===== config.mk =====
export PLATFORM = sky130hd
export DESIGN_NAME = gemm_accel_top
export DESIGN_NICKNAME = d
export VERILOG_FILES = /design/src/verilog/gemm_pkg.sv /design/src/verilog/tile_buffer.sv /design/src/verilog/dma_fetch.sv /design/src/verilog/mm_engine.sv /design/src/verilog/dma_writeback.sv /design/src/verilog/gemm_accel_top.sv
export VERILOG_INCLUDE_DIRS = /design/src /design/src/verilog
export SDC_FILE = /design/constraint.sdc
export NUM_CORES = 2
export LEC_CHECK = 0
export BUFFER_PORTS_ARGS = -buffer_cell sky130_fd_sc_hd__buf_2
export CORE_ASPECT_RATIO = 0.7
export CORE_MARGIN = 2
export CORE_UTILIZATION = 60
export CTS_BUF_LIST = sky130_fd_sc_hd__clkbuf_8 sky130_fd_sc_hd__clkbuf_16
export DETAILED_ROUTE_END_ITERATION = 16
export GPL_TIMING_DRIVEN = 0
export PLACE_DENSITY_LB_ADDON = 0.2
export SLEW_MARGIN = 20
export SYNTH_ARGS = -nofsm -noshare
export SYNTH_HDL_FRONTEND = slang
export SYNTH_HIERARCHICAL = 1
export SYNTH_SLANG_ARGS = --single-unit

===== constraint.sdc =====
create_clock -name clk -period 8.3 [get_ports clk]
set_input_delay 0.83 -clock clk [delete_from_list [all_inputs] [get_ports clk]]
set_output_delay 0.83 -clock clk [all_outputs]
set_load 0.005 [all_outputs]

===== src/verilog/gemm_defines.svh =====
// ----------------------------------------------------------------------
// gemm accelerator sizing macros
// matrix dimension, element and accumulator widths, memory address width
// ----------------------------------------------------------------------
`ifndef GEMM_DEFINES_SVH
`define GEMM_DEFINES_SVH

// square tile, rows and columns
`define GEMM_DIM 4

// signed matrix element
`define GEMM_EW 8

// signed result word
`define GEMM_ACC_W 32

// byte address on the memory ports
`define GEMM_AW 32

`endif


===== src/verilog/gemm_pkg.sv =====
// ----------------------------------------------------------------------
// gemm accelerator shared types
// element, row and tile shapes, configuration and write beat structs
// ----------------------------------------------------------------------
`include "gemm_defines.svh"

package gemm_pkg;

    // one signed matrix element
    typedef logic signed [`GEMM_EW-1:0] elem_t;

    // one memory word, element k in bits 8k+7..8k
    typedef elem_t [`GEMM_DIM-1:0] row_t;

    // accumulator and result shapes
    typedef logic signed [`GEMM_ACC_W-1:0] acc_t;
    typedef acc_t [`GEMM_DIM-1:0] acc_row_t;
    typedef acc_row_t [`GEMM_DIM-1:0] acc_tile_t;

    // base addresses latched at start
    typedef struct packed {
        logic [`GEMM_AW-1:0] a_addr;
        logic [`GEMM_AW-1:0] b_addr;
        logic [`GEMM_AW-1:0] c_addr;
    } mat_cfg_t;

    // single write beat, address and data together
    typedef struct packed {
        logic [`GEMM_AW-1:0]    addr;
        logic [`GEMM_ACC_W-1:0] data;
    } mem_wr_t;

    // row index into a tile buffer
    typedef logic [$clog2(`GEMM_DIM)-1:0] buf_addr_t;

endpackage


===== src/verilog/tile_buffer.sv =====
// ----------------------------------------------------------------------
// tile buffer
// four row registers, one write port, one registered read port
// ----------------------------------------------------------------------
`timescale 1ns/100ps
`include "gemm_defines.svh"

module tile_buffer (
    input  logic                clk,
    input  logic                rst_n,
    input  logic                wr_en_i,
    input  gemm_pkg::buf_addr_t wr_addr_i,
    input  gemm_pkg::row_t      wr_data_i,
    input  gemm_pkg::buf_addr_t rd_addr_i,
    output gemm_pkg::row_t      rd_data_o
);
    import gemm_pkg::*;

    // row storage
    row_t mem_q [`GEMM_DIM];

    // whole rows only, no byte enables
    always_ff @(posedge clk) begin
        if (wr_en_i) begin
            mem_q[wr_addr_i] <= wr_data_i;
        end
    end

    // read data lands one cycle after the address
    always_ff @(posedge clk or negedge rst_n) begin
        if (!rst_n) begin
            rd_data_o <= '0;
        end else begin
            rd_data_o <= mem_q[rd_addr_i];
        end
    end

endmodule


===== src/verilog/dma_fetch.sv =====
// ----------------------------------------------------------------------
// fetch DMA
// issues the eight row reads of A and B back to back and steers the
// in-order responses into the two tile buffers
// ----------------------------------------------------------------------
`timescale 1ns/100ps
`include "gemm_defines.svh"

module dma_fetch (
    input  logic                  clk,
    input  logic                  rst_n,
    input  logic                  start_i,
    input  gemm_pkg::mat_cfg_t    cfg_i,
    output gemm_pkg::mat_cfg_t    cfg_o,
    output logic                  rd_req_valid_o,
    output logic [`GEMM_AW-1:0]   rd_req_addr_o,
    input  logic                  rd_req_ready_i,
    input  logic                  rd_rsp_valid_i,
    input  gemm_pkg::row_t        rd_rsp_data_i,
    output logic                  buf_a_wr_en_o,
    output logic                  buf_b_wr_en_o,
    output gemm_pkg::buf_addr_t   buf_wr_addr_o,
    output gemm_pkg::row_t        buf_wr_data_o,
    output logic                  fetch_done_o
);
    import gemm_pkg::*;

    // counter layout: row index, then matrix select (0 = A, 1 = B)
    localparam int ROW_W = $clog2(`GEMM_DIM);
    localparam int CNT_W = ROW_W + 2;
    localparam logic [CNT_W-1:0] LAST_IDX = CNT_W'(2 * `GEMM_DIM - 1);

    mat_cfg_t            cfg_q;
    logic                busy_q;
    logic [CNT_W-1:0]    req_cnt_q;
    logic [CNT_W-1:0]    rsp_cnt_q;
    logic                req_fire;
    logic                rsp_fire;
    logic [`GEMM_AW-1:0] req_base;
    logic [`GEMM_AW-1:0] row_off;

    // addresses held for the whole run
    always_ff @(posedge clk) begin
        if (start_i) begin
            cfg_q <= cfg_i;
        end
    end

    assign cfg_o = cfg_q;

    assign req_fire = rd_req_valid_o && rd_req_ready_i;
    // late or stray responses outside a run are dropped
    assign rsp_fire = rd_rsp_valid_i && busy_q;

    always_ff @(posedge clk or negedge rst_n) begin
        if (!rst_n) begin
            busy_q         <= 1'b0;
            rd_req_valid_o <= 1'b0;
            req_cnt_q      <= '0;
            rsp_cnt_q      <= '0;
            fetch_done_o   <= 1'b0;
        end else begin
            fetch_done_o <= 1'b0;
            if (start_i) begin
                busy_q         <= 1'b1;
                rd_req_valid_o <= 1'b1;
                req_cnt_q      <= '0;
                rsp_cnt_q      <= '0;
            end else begin
                // request side, no wait on responses
                if (req_fire) begin
                    req_cnt_q <= req_cnt_q + 1'b1;
                    if (req_cnt_q == LAST_IDX) begin
                        rd_req_valid_o <= 1'b0;
                    end
                end
                // response side, eighth row ends the fetch
                if (rsp_fire) begin
                    rsp_cnt_q <= rsp_cnt_q + 1'b1;
                    if (rsp_cnt_q == LAST_IDX) begin
                        busy_q       <= 1'b0;
                        fetch_done_o <= 1'b1;
                    end
                end
            end
        end
    end

    // A rows first, then B rows, one word per row
    assign req_base      = req_cnt_q[ROW_W] ? cfg_q.b_addr : cfg_q.a_addr;
    assign row_off       = {{(`GEMM_AW - ROW_W - 2){1'b0}}, req_cnt_q[ROW_W-1:0], 2'b00};
    assign rd_req_addr_o = req_base + row_off;

    // responses come back in order, so the response count picks the buffer
    assign buf_a_wr_en_o = rsp_fire && !rsp_cnt_q[ROW_W];
    assign buf_b_wr_en_o = rsp_fire && rsp_cnt_q[ROW_W];
    assign buf_wr_addr_o = rsp_cnt_q[ROW_W-1:0];
    assign buf_wr_data_o = rd_rsp_data_i;

    // memory never answers a read that was not yet accepted
    a_rsp_after_req: assert property (@(posedge clk) disable iff (!rst_n)
        rd_rsp_valid_i |-> busy_q && (rsp_cnt_q < req_cnt_q));

    // new run only once the previous fetch has drained
    a_start_idle: assert property (@(posedge clk) disable iff (!rst_n)
        start_i |-> !busy_q);

endmodule


===== src/verilog/mm_engine.sv =====
// ----------------------------------------------------------------------
// multiply engine
// steps (i, k) over sixteen cycles, adding A[i][k] * B row k into
// result row i with four parallel signed MACs
// ----------------------------------------------------------------------
`timescale 1ns/100ps
`include "gemm_defines.svh"

module mm_engine (
    input  logic                 clk,
    input  logic                 rst_n,
    input  logic                 start_i,
    output gemm_pkg::buf_addr_t  buf_a_rd_addr_o,
    output gemm_pkg::buf_addr_t  buf_b_rd_addr_o,
    input  gemm_pkg::row_t       buf_a_rd_data_i,
    input  gemm_pkg::row_t       buf_b_rd_data_i,
    output gemm_pkg::acc_tile_t  tile_o,
    output logic                 done_o
);
    import gemm_pkg::*;

    localparam buf_addr_t LAST = buf_addr_t'(`GEMM_DIM - 1);

    logic      stepping_q;
    buf_addr_t i_q;
    buf_addr_t k_q;
    // step indices delayed by the buffer read latency
    logic      mac_vld_q;
    buf_addr_t mac_i_q;
    buf_addr_t mac_k_q;
    elem_t     a_elem;
    acc_row_t  prod_row;
    acc_tile_t tile_q;

    // step sequencer, k inner, i outer
    always_ff @(posedge clk or negedge rst_n) begin
        if (!rst_n) begin
            stepping_q <= 1'b0;
            i_q        <= '0;
            k_q        <= '0;
            mac_vld_q  <= 1'b0;
            mac_i_q    <= '0;
            mac_k_q    <= '0;
            done_o     <= 1'b0;
        end else begin
            mac_vld_q <= stepping_q;
            mac_i_q   <= i_q;
            mac_k_q   <= k_q;
            // raised one cycle after the final accumulate
            done_o    <= mac_vld_q && (mac_i_q == LAST) && (mac_k_q == LAST);
            if (start_i) begin
                stepping_q <= 1'b1;
                i_q        <= '0;
                k_q        <= '0;
            end else if (stepping_q) begin
                if (k_q == LAST) begin
                    k_q <= '0;
                    if (i_q == LAST) begin
                        stepping_q <= 1'b0;
                    end else begin
                        i_q <= i_q + 1'b1;
                    end
                end else begin
                    k_q <= k_q + 1'b1;
                end
            end
        end
    end

    // A row i and B row k
    assign buf_a_rd_addr_o = i_q;
    assign buf_b_rd_addr_o = k_q;

    // A[i][k] times each element of B row k, sign extended to 32 bits
    always_comb begin
        a_elem = buf_a_rd_data_i[mac_k_q];
        for (int j = 0; j < `GEMM_DIM; j++) begin
            prod_row[j] = acc_t'(a_elem) * acc_t'(elem_t'(buf_b_rd_data_i[j]));
        end
    end

    // result tile, cleared on start, held after done
    always_ff @(posedge clk) begin
        if (start_i) begin
            tile_q <= '0;
        end else if (mac_vld_q) begin
            for (int j = 0; j < `GEMM_DIM; j++) begin
                tile_q[mac_i_q][j] <= tile_q[mac_i_q][j] + prod_row[j];
            end
        end
    end

    assign tile_o = tile_q;

    a_start_idle: assert property (@(posedge clk) disable iff (!rst_n)
        start_i |-> !stepping_q && !mac_vld_q);

    // fixed latency, never stalls
    a_done_latency: assert property (@(posedge clk) disable iff (!rst_n)
        start_i |-> ##18 done_o);

endmodule


===== src/verilog/dma_writeback.sv =====
// ----------------------------------------------------------------------
// writeback DMA
// streams the sixteen result words to memory in row-major order and
// pulses done once the last beat is accepted
// ----------------------------------------------------------------------
`timescale 1ns/100ps
`include "gemm_defines.svh"

module dma_writeback (
    input  logic                 clk,
    input  logic                 rst_n,
    input  logic                 start_i,
    input  logic [`GEMM_AW-1:0]  c_addr_i,
    input  gemm_pkg::acc_tile_t  tile_i,
    output logic                 wr_valid_o,
    output gemm_pkg::mem_wr_t    wr_o,
    input  logic                 wr_ready_i,
    output logic                 done_o
);
    import gemm_pkg::*;

    localparam int ROW_W  = $clog2(`GEMM_DIM);
    localparam int BEAT_W = 2 * ROW_W;
    localparam logic [BEAT_W-1:0] LAST_BEAT = BEAT_W'(`GEMM_DIM * `GEMM_DIM - 1);

    logic [BEAT_W-1:0]   beat_q;
    logic                wr_fire;
    buf_addr_t           row_sel;
    buf_addr_t           col_sel;
    logic [`GEMM_AW-1:0] beat_off;

    assign wr_fire = wr_valid_o && wr_ready_i;

    always_ff @(posedge clk or negedge rst_n) begin
        if (!rst_n) begin
            wr_valid_o <= 1'b0;
            beat_q     <= '0;
            done_o     <= 1'b0;
        end else begin
            done_o <= 1'b0;
            if (start_i) begin
                wr_valid_o <= 1'b1;
                beat_q     <= '0;
            end else if (wr_fire) begin
                if (beat_q == LAST_BEAT) begin
                    wr_valid_o <= 1'b0;
                    done_o     <= 1'b1;
                end else begin
                    beat_q <= beat_q + 1'b1;
                end
            end
        end
    end

    // beat n = 4i + j carries C[i][j]
    assign row_sel  = beat_q[BEAT_W-1 -: ROW_W];
    assign col_sel  = beat_q[ROW_W-1:0];
    assign beat_off = {{(`GEMM_AW - BEAT_W - 2){1'b0}}, beat_q, 2'b00};

    // counter and tile both hold under back-pressure
    assign wr_o.addr = c_addr_i + beat_off;
    assign wr_o.data = tile_i[row_sel][col_sel];

    a_beat_hold: assert property (@(posedge clk) disable iff (!rst_n)
        wr_valid_o && !wr_ready_i |=> wr_valid_o && $stable(wr_o));

endmodule


===== src/verilog/gemm_accel_top.sv =====
// ----------------------------------------------------------------------
// gemm accelerator top
// fetch, two tile buffers, multiply engine and writeback in a chain
// ----------------------------------------------------------------------
`timescale 1ns/100ps
`include "gemm_defines.svh"

module gemm_accel_top (
    input  logic                 clk,
    input  logic                 rst_n,
    input  logic                 start_i,
    input  gemm_pkg::mat_cfg_t   cfg_i,
    output logic                 rd_req_valid_o,
    output logic [`GEMM_AW-1:0]  rd_req_addr_o,
    input  logic                 rd_req_ready_i,
    input  logic                 rd_rsp_valid_i,
    input  gemm_pkg::row_t       rd_rsp_data_i,
    output logic                 wr_valid_o,
    output gemm_pkg::mem_wr_t    wr_o,
    input  logic                 wr_ready_i,
    output logic                 done_o
);
    import gemm_pkg::*;

    // captured configuration
    mat_cfg_t  cfg;
    // buffer write side, shared address and data
    logic      buf_a_wr_en;
    logic      buf_b_wr_en;
    buf_addr_t buf_wr_addr;
    row_t      buf_wr_data;
    // buffer read side
    buf_addr_t buf_a_rd_addr;
    buf_addr_t buf_b_rd_addr;
    row_t      buf_a_rd_data;
    row_t      buf_b_rd_data;
    // stage handoff
    logic      fetch_done;
    logic      mm_done;
    acc_tile_t tile;

    dma_fetch u_fetch (
        .clk            (clk),
        .rst_n          (rst_n),
        .start_i        (start_i),
        .cfg_i          (cfg_i),
        .cfg_o          (cfg),
        .rd_req_valid_o (rd_req_valid_o),
        .rd_req_addr_o  (rd_req_addr_o),
        .rd_req_ready_i (rd_req_ready_i),
        .rd_rsp_valid_i (rd_rsp_valid_i),
        .rd_rsp_data_i  (rd_rsp_data_i),
        .buf_a_wr_en_o  (buf_a_wr_en),
        .buf_b_wr_en_o  (buf_b_wr_en),
        .buf_wr_addr_o  (buf_wr_addr),
        .buf_wr_data_o  (buf_wr_data),
        .fetch_done_o   (fetch_done)
    );

    tile_buffer buf_a (
        .clk       (clk),
        .rst_n     (rst_n),
        .wr_en_i   (buf_a_wr_en),
        .wr_addr_i (buf_wr_addr),
        .wr_data_i (buf_wr_data),
        .rd_addr_i (buf_a_rd_addr),
        .rd_data_o (buf_a_rd_data)
    );

    tile_buffer buf_b (
        .clk       (clk),
        .rst_n     (rst_n),
        .wr_en_i   (buf_b_wr_en),
        .wr_addr_i (buf_wr_addr),
        .wr_data_i (buf_wr_data),
        .rd_addr_i (buf_b_rd_addr),
        .rd_data_o (buf_b_rd_data)
    );

    // multiply starts when the last row has landed
    mm_engine u_mm (
        .clk             (clk),
        .rst_n           (rst_n),
        .start_i         (fetch_done),
        .buf_a_rd_addr_o (buf_a_rd_addr),
        .buf_b_rd_addr_o (buf_b_rd_addr),
        .buf_a_rd_data_i (buf_a_rd_data),
        .buf_b_rd_data_i (buf_b_rd_data),
        .tile_o          (tile),
        .done_o          (mm_done)
    );

    dma_writeback u_wb (
        .clk        (clk),
        .rst_n      (rst_n),
        .start_i    (mm_done),
        .c_addr_i   (cfg.c_addr),
        .tile_i     (tile),
        .wr_valid_o (wr_valid_o),
        .wr_o       (wr_o),
        .wr_ready_i (wr_ready_i),
        .done_o     (done_o)
    );

endmodule


Yosys cells after proc, flatten, opt, wreduce, memory -nomap -nowiden
Memories as Yosys holds them, arrays and structs flattened. A register that Yosys moved wholly into a read port is not among the register bits.
Cells that the tools add are included.
Word-level totals
  bits of input ports: 134
  bits in writable memories: 256
  memories kept: 2
  bits in registers: 636
Memories
  buf_a.mem_q: depth 4, bits a word 32, rd ports 1, clocked after Yosys merged registers in 1, write ports 1, line tile_buffer.sv:20  | row_t mem_q [`GEMM_DIM];
  buf_b.mem_q: depth 4, bits a word 32, rd ports 1, clocked after Yosys merged registers in 1, write ports 1, line tile_buffer.sv:20
Cells by class
  multiplexer cells: 58
  multipliers: 4
  magnitude comparators: 5
  $add $sub $neg: 11
  reduce and logical (&&, ||, !) cells: 24
  equality and inequality tests: 9
Operator list (number)
  512-bit bitwise mux: 4
  128-bit demux with 2-bit select: 4
  128-bit binary-select mux with 2-bit select: 2
  128-bit 2-to-1 mux: 3
  32-bit adder: 4
  32-bit 2-to-1 mux: 3
  96-bit 2-to-1 mux: 1
  32-bit binary-select mux with 2-bit select: 1
  8-bit by 8-bit multiplier with 16-bit output: 4
  64-bit 2-to-1 mux: 1
  32-bit by 4-bit adder with 32-bit output: 1
  32-bit by 6-bit adder with 32-bit output: 1
  4-bit 2-to-1 mux: 7
  1-bit 2-to-1 mux: 23
  8-bit binary-select mux with 2-bit select: 1
  2-bit nonzero test: 8
  2-bit 2-to-1 mux: 7
  4-bit by 1-bit adder with 4-bit output (second input constant): 3
  2-bit by 3-bit less-than comparator with 1-bit output (second input constant): 4
  2-bit == test (second input constant): 4
  4-bit by 3-bit == test with 1-bit output (second input constant): 2
  1-bit logical AND: 8
  8-bit 2-to-1 mux: 1
  2-bit AND reduction: 4
  6 further kinds: 10

Logic depth before layout (Yosys ltp)
  depth after elaboration: 8
  mapped depth: 26

Modules after synthesis
The synthesis kept the hierarchy.
By module, submodules not included
  mm_engine: instances 1, seq. area each 10525.1 µm², cells an instance 4594, area each 42949.9 µm²
  tile_buffer: instances 2, seq. area each 4644.5 µm², cells an instance 203, area each 5490.3 µm²
  dma_fetch: instances 1, seq. area each 3158.0 µm², cells an instance 349, area each 4957.3 µm²
  dma_writeback: instances 1, seq. area each 150.1 µm², cells an instance 319, area each 4762.1 µm²

Worst setup path after synthesis
Ideal clock, no wire load.
  path kind: reg2reg
  start point: register u_mm.mac_k_q[0]
  end point: register u_mm.tile_q, in the netlist u_mm/tile_o[158]
  cell stages (with the launch flop): 22
  path slack: 1024 ps
  path buffers: 2
  period minus slack after synthesis: 7276 ps
  library setup time: 122 ps
  arrival: 7154 ps
  cell sequence: dfrtp_1 > clkbuf_1 > mux4_2 > clkbuf_1 > and2_1 > inv_1 > fa_1 > inv_1 > fa_1 > fa_1 > fa_1 > fa_1 > ha_1 > o21a_1 > a211oi_2 > a2bb2oi_2 > o32a_2 > nand3_1 > a221oi_2 > a21oi_2 > nor4b_1 > a311o_1
On the way
  longest elaborated chain between the ends: 8
Ends and longest elaborated chain
  start, declared: line mm_engine.sv:30  | buf_addr_t mac_k_q;
  start signal, assigned: line mm_engine.sv:48  | mac_k_q <= k_q;
  8-bit binary-select mux with 2-bit select *: line mm_engine.sv:76  | a_elem = buf_a_rd_data_i[mac_k_q];
  8-bit 2-to-1 mux (implied by the code) *: line mm_engine.sv:76
  8-bit by 8-bit multiplier with 16-bit output: line mm_engine.sv:78  | prod_row[j] = acc_t'(a_elem) * acc_t'(elem_t'(buf_b_rd_data_i[j]));
  32-bit adder: line mm_engine.sv:88  | tile_q[mac_i_q][j] <= tile_q[mac_i_q][j] + prod_row[j];
  512-bit bitwise mux (3 in a row): line mm_engine.sv:88
  512-bit bitwise mux *: line mm_engine.sv:88
  end signal, assigned by index: line mm_engine.sv:88
  end, declared: line mm_engine.sv:33  | acc_tile_t tile_q;
Every way passes the cells marked *; elsewhere a longest branch is shown, timed or not. The select of a mux whose other input is x is not followed.
A chain may end at the register's enable or synchronous reset.

Worst setup path in the final report
  start point: register u_mm.mac_i_q[0]
  end point: register u_mm.tile_q, in the netlist u_mm/tile_o[242]
On the way
  longest elaborated chain between the ends: 7
Ends and longest elaborated chain
  start, declared: line mm_engine.sv:29  | buf_addr_t mac_i_q;
  start signal, assigned: line mm_engine.sv:47  | mac_i_q <= i_q;
  128-bit binary-select mux with 2-bit select: line mm_engine.sv:88
  128-bit 2-to-1 mux (implied by the code): line mm_engine.sv:88
  32-bit adder: line mm_engine.sv:88
  512-bit bitwise mux (3 in a row): line mm_engine.sv:88
  512-bit bitwise mux *: line mm_engine.sv:88
Marked as above.

==> impl_table.tex <==
\begin{tabular}{lr}
\hline
Metric & Value \\
\hline
\multicolumn{2}{l}{\textbf{Routing}} \\
Number of detailed-route iterations in the first pass & 13 \\
DRC violation count after routing & 1 \\
Average vias per placed instance & 6.477 \\
Via count of the routed design & 48.67k \\
Detail-routed net length per standard cell & 28.14 um \\
Drt first-iter violations & 6282 \\
Residual antenna-violating net count after detailed routing & 0 \\
Total detailed-routing wirelength & 211.4 mm \\
\multicolumn{2}{l}{\textbf{Logic synthesis}} \\
Synth Area per Inst & 11.23 sq um \\
Flip-flop and latch count after synthesis & 956 \\
Post-synth design cell area & 63650 sq um \\
Count of different cell masters after synthesis & 93 \\
Register area share after synthesis & 36.33\% \\
Area share of fa/ha/maj cells after synthesis & 22.89\% \\
Number of enable flip-flop cells after synthesis & 352 \\
Main combinational cell family by area after synthesis & adder cells \\
Net count of the mapped netlist & 6639 \\
Synth Area in XOR/XNOR & 2.422\% \\
Synthesized-area fraction occupied by and/or/nand/nor cells & 11.32\% \\
Primary flip-flop cell chosen by synthesis mapping & sky130\_fd\_sc\_hd\_\_dfxtp\_1 \\
Asr flop ratio synth & 9.623\% \\
Synthesized-area fraction occupied by ao, oa, aoi and oai cells & 8.073\% \\
Cell count after synthesis & 5668 \\
Multiplexer share of the synthesized area & 13.40\% \\
Number of warnings issued by yosys & 6 \\
\multicolumn{2}{l}{\textbf{Placement}} \\
Setup Slack @ Placement & -1.894 ns \\
IO buf count & 200 \\
Post-Place Cells & 7304 \\
Detailed-placement wirelength estimate & 160.8 mm \\
Last weighted congestion value of the routability-driven placer & 1.042 \\
\multicolumn{2}{l}{\textbf{Setup path}} \\
Worst endpoint data arrival time & 8.78 ns \\
Cell type of the slowest stage on the worst timing path & sky130\_fd\_sc\_hd\_\_xor2\_1 \\
Startpoint types & register \\
Combined buffer and inverter count along the critical path & 9 \\
Worst setup EP type & register \\
Cell occurring most often along the worst timing path & sky130\_fd\_sc\_hd\_\_fa\_1 \\
Launch point of the critical path & u\_mm/mac\_i\_q[0]\$\_DFF\_PN0\_ \\
Crit-path leading delay family & adder cells \\
Critical Path Max Stage Delay & 0.69 ns \\
Worst endpoint required time & 8.91 ns \\
Setup Crit Path Kind & reg -> reg \\
Startpoint of the most critical register-to-register path & u\_mm/mac\_i\_q[0]\$\_DFF\_PN0\_ \\
Highest fanout seen on the critical path & 10 \\
\multicolumn{2}{l}{\textbf{GRT}} \\
Vias in the first global route & 47.59k \\
Pin count of the biggest net entering global routing & 88 \\
Initial antenna violation count & 20 \\
Total global routing track utilization & 39.19\% \\
Overall overflow remaining after global route & 0 \\
Global-route wire length before repair & 310.3 mm \\
\multicolumn{2}{l}{\textbf{Min path}} \\
Worst min-delay path class & in -> reg \\
Origin of the worst min-delay path & cfg\_i[5] \\
\multicolumn{2}{l}{\textbf{Timing}} \\
Pins Over Slew Limit & 0 \\
Final worst path period need & 8.173 ns \\
Final worst-path cycle share & 98.47\% \\
Final setup fails & 0 \\
Fmax & 0.1224 GHz \\
Worst slew pin tran & 1.336 ns \\
Remaining max-slew budget at the tightest pin & 10.91\% \\
Setup Skew & 0.05804 ns \\
Least setup slack across all paths after layout & 0.1268 ns \\
Final Hold Viols & 0 \\
\multicolumn{2}{l}{\textbf{Clock network}} \\
Clock Path Buffers & 3 \\
Clock latency on the worst-skew pair & 0.74 ns \\
H-tree depth reported by CTS & 3 \\
Total clock sinks & 956 \\
TritonCTS buffer count & 96 \\
Clock Pin Slew Worst Setup and Hold Paths & 0.07 ns \\
Clock tree from TritonCTS & yes \\
Root buffer cell & sky130\_fd\_sc\_hd\_\_clkbuf\_16 \\
\multicolumn{2}{l}{\textbf{Final layout}} \\
Count of placed standard cells in the final layout, fillers left out & 7515 \\
Reg area & 23130 sq um \\
Multi-input gate area & 37230 sq um \\
Layout net count & 6978 \\
Layout cell share with drive strength beyond 1 & 16.01\% \\
Number of fillers in the final layout & 7804 \\
Synth-to-layout area growth & 11.10\% \\
\multicolumn{2}{l}{\textbf{Die}} \\
Full die area & 108700 sq um \\
Core footprint & 104700 sq um \\
Die Y & 276.5 um \\
Horizontal die dimension & 393.3 um \\
Effective utilization at floorplan & 60.81\% \\
I/O pin count & 233 \\
Row Count & 99 \\
\multicolumn{2}{l}{\textbf{Status}} \\
Failing checks & DRC \\
Outcome & complete, but fails checks \\
\multicolumn{2}{l}{\textbf{Flow run}} \\
Count of maximum capacitance violations & 0 \\
\hline
\end{tabular}
timing repair:
action	in CTS	in global routing
hold buffers	1	0
pin swaps	0	3
endpoints found under the setup margin	277	75
gates resized for setup	48	30
hold endpoints to repair	18	0
buffers inserted	15	6
logic make-up after synthesis:
group	count (synthesis)
AO/OA/AOI/OAI	853
AND/OR/NAND/NOR	1606
adder cells (fa/ha/maj)	837
multiplexers	400
XOR/XNOR	176
flip-flops	956
buffers and inverters	840
cells in the final DEF (no fill, tap or decap), types with 12 or more instances in the layout:
cell type and n:
sky130_fd_sc_hd__a211oi_1 60, sky130_fd_sc_hd__a21o_1 50, sky130_fd_sc_hd__a21oi_1 496, sky130_fd_sc_hd__and2_1 140, sky130_fd_sc_hd__and3_1 32, sky130_fd_sc_hd__buf_1 12
sky130_fd_sc_hd__buf_12 18, sky130_fd_sc_hd__buf_2 228, sky130_fd_sc_hd__buf_4 71, sky130_fd_sc_hd__buf_6 18, sky130_fd_sc_hd__clkbuf_1 211, sky130_fd_sc_hd__clkbuf_16 99
sky130_fd_sc_hd__clkbuf_8 15, sky130_fd_sc_hd__clkinv_1 15, sky130_fd_sc_hd__clkinv_2 15, sky130_fd_sc_hd__dfrtp_1 89, sky130_fd_sc_hd__dfxtp_1 512, sky130_fd_sc_hd__diode_2 12
sky130_fd_sc_hd__edfxtp_1 352, sky130_fd_sc_hd__fa_1 540, sky130_fd_sc_hd__ha_1 291, sky130_fd_sc_hd__inv_1 503, sky130_fd_sc_hd__mux2i_1 32, sky130_fd_sc_hd__mux4_2 356
sky130_fd_sc_hd__nand2_1 925, sky130_fd_sc_hd__nand2b_1 21, sky130_fd_sc_hd__nand3_1 104, sky130_fd_sc_hd__nand4_1 28, sky130_fd_sc_hd__nor2_1 203, sky130_fd_sc_hd__nor2b_1 17
sky130_fd_sc_hd__nor3_1 41, sky130_fd_sc_hd__o21a_1 25, sky130_fd_sc_hd__o21ai_0 68, sky130_fd_sc_hd__o21bai_1 20, sky130_fd_sc_hd__xnor2_1 133, sky130_fd_sc_hd__xor2_1 36
final timing paths:
path / to / slack (ns) / cells past startpoint
min in group asynchronous: buf_a/rd_data_o[4]$_DFF_PN0_ / 0.51 / 2
hold / removal: u_fetch/cfg_o[5]$_DFFE_PP_ / 0.28 / 1
max in group asynchronous: u_fetch/req_cnt_q[3]$_DFFE_PN0P_ / 7.06 / 3
hold reg to reg: u_mm/tile_o[79]$_SDFFE_PP0P_ / 0.47 / 2
setup reg to reg: u_mm/tile_o[242]$_SDFFE_PP0P_ / 0.13 / 25
setup / recovery: u_mm/tile_o[242]$_SDFFE_PP0P_ / 0.13 / 25
per-stage QoR:
| stage | TNS [ns] | hold slack (ns) | utilization [%] | area (sq um) |
|---|---|---|---|---|
| after CTS | 0 | 0.2522 | 67.35 | 70500 |
| after global routing | -0.02575 | 0.2594 | 67.54 | 70700 |
| after detailed placement | -241.16 | 0.4591 | 63.87 | 66850 |
| after floorplan | 0 | 0.4355 | - | 63650 |
| after global placement | -268.59 | 0.4464 | 63.46 | 66420 |
| final | 0 | 0.2826 | 67.56 | 70720 |
final cells by class:
| class | count | area share (%) |
|---|---|---|
| Clock buffer | 114 | 3.795 |
| Clock inverter | 66 | 0.9926 |
| Sequential cell | 956 | 32.70 |
| Antenna cell | 12 | 0.04246 |
| Tap cell | 1414 | 2.502 |
| Multi-Input combinational cell | 3872 | 52.64 |
| Timing Repair Buffer | 245 | 2.196 |
| Inverter | 502 | 2.696 |
| Buffer | 334 | 2.431 |
synthesized netlist by cell type (8+ instances only):
master	count	area [sq um]
sky130_fd_sc_hd__nand2_1	925	3472
sky130_fd_sc_hd__fa_1	546	10930
sky130_fd_sc_hd__dfxtp_1	512	10250
sky130_fd_sc_hd__a21oi_1	499	2497
sky130_fd_sc_hd__inv_1	497	1866
sky130_fd_sc_hd__mux4_2	356	8018
sky130_fd_sc_hd__edfxtp_1	352	10570
sky130_fd_sc_hd__ha_1	291	3641
sky130_fd_sc_hd__clkbuf_1	231	867.1
sky130_fd_sc_hd__nor2_1	203	762.0
sky130_fd_sc_hd__and2_1	146	913.4
sky130_fd_sc_hd__xnor2_1	137	1200
sky130_fd_sc_hd__nand3_1	104	520.5
sky130_fd_sc_hd__dfrtp_1	92	2302
sky130_fd_sc_hd__o21ai_0	72	360.4
sky130_fd_sc_hd__a211oi_1	61	457.9
sky130_fd_sc_hd__a21o_1	50	375.4
sky130_fd_sc_hd__nor3_1	42	210.2
sky130_fd_sc_hd__buf_4	40	300.3
sky130_fd_sc_hd__xor2_1	39	341.6
sky130_fd_sc_hd__and3_1	34	212.7
sky130_fd_sc_hd__mux2i_1	33	330.3
sky130_fd_sc_hd__nand4_1	28	175.2
sky130_fd_sc_hd__buf_1	26	97.59
sky130_fd_sc_hd__o21a_1	25	187.7
sky130_fd_sc_hd__nand2b_1	21	131.4
sky130_fd_sc_hd__buf_2	20	100.1
sky130_fd_sc_hd__o21bai_1	20	150.1
sky130_fd_sc_hd__nor2b_1	17	106.4
sky130_fd_sc_hd__buf_6	13	146.4
sky130_fd_sc_hd__a31o_2	11	96.34
sky130_fd_sc_hd__or3_1	11	68.82
sky130_fd_sc_hd__a31oi_1	10	62.56
sky130_fd_sc_hd__o31ai_1	10	75.07
sky130_fd_sc_hd__nand4b_1	9	78.83
sky130_fd_sc_hd__nor4_1	9	56.30
sky130_fd_sc_hd__o22ai_1	9	56.30
sky130_fd_sc_hd__a211o_1	8	70.07
sky130_fd_sc_hd__nor3b_1	8	60.06
sky130_fd_sc_hd__nor4b_1	8	70.07
flip-flops by register name, indices dropped and copies added, names as in the netlist:
register and cells:
buf_a/mem_q 128, buf_a/rd_data_o 32, buf_b/mem_q 128, buf_b/rd_data_o 32, u_fetch/busy_q 1, u_fetch/cfg_o 96, u_fetch/fetch_done_o 1, u_fetch/rd_req_valid_o 1
u_fetch/req_cnt_q 4, u_fetch/rsp_cnt_q 4, u_mm/buf_a_rd_addr_o 2, u_mm/buf_b_rd_addr_o 2, u_mm/done_o 1, u_mm/mac_i_q 2, u_mm/mac_k_q 2, u_mm/mac_vld_q 1
u_mm/stepping_q 1, u_mm/tile_o 512, u_wb/beat_q 4, u_wb/done_o 1, u_wb/wr_valid_o 1
per-layer routing:
layer	part of all wire (%)	wire length, um	vias up	GRT usage [%]
met5	0.30	634	-	1.242
met4	4.6	9797	24	14.78
met3	17	36200	637	18.83
met2	41	86440	3492	53.45
met1	37	78370	24230	53.93
li1	-	-	20290	-
Power is not shown: default switching activity piles up to over one toggle a cycle in this logic, so the estimate is an artifact.
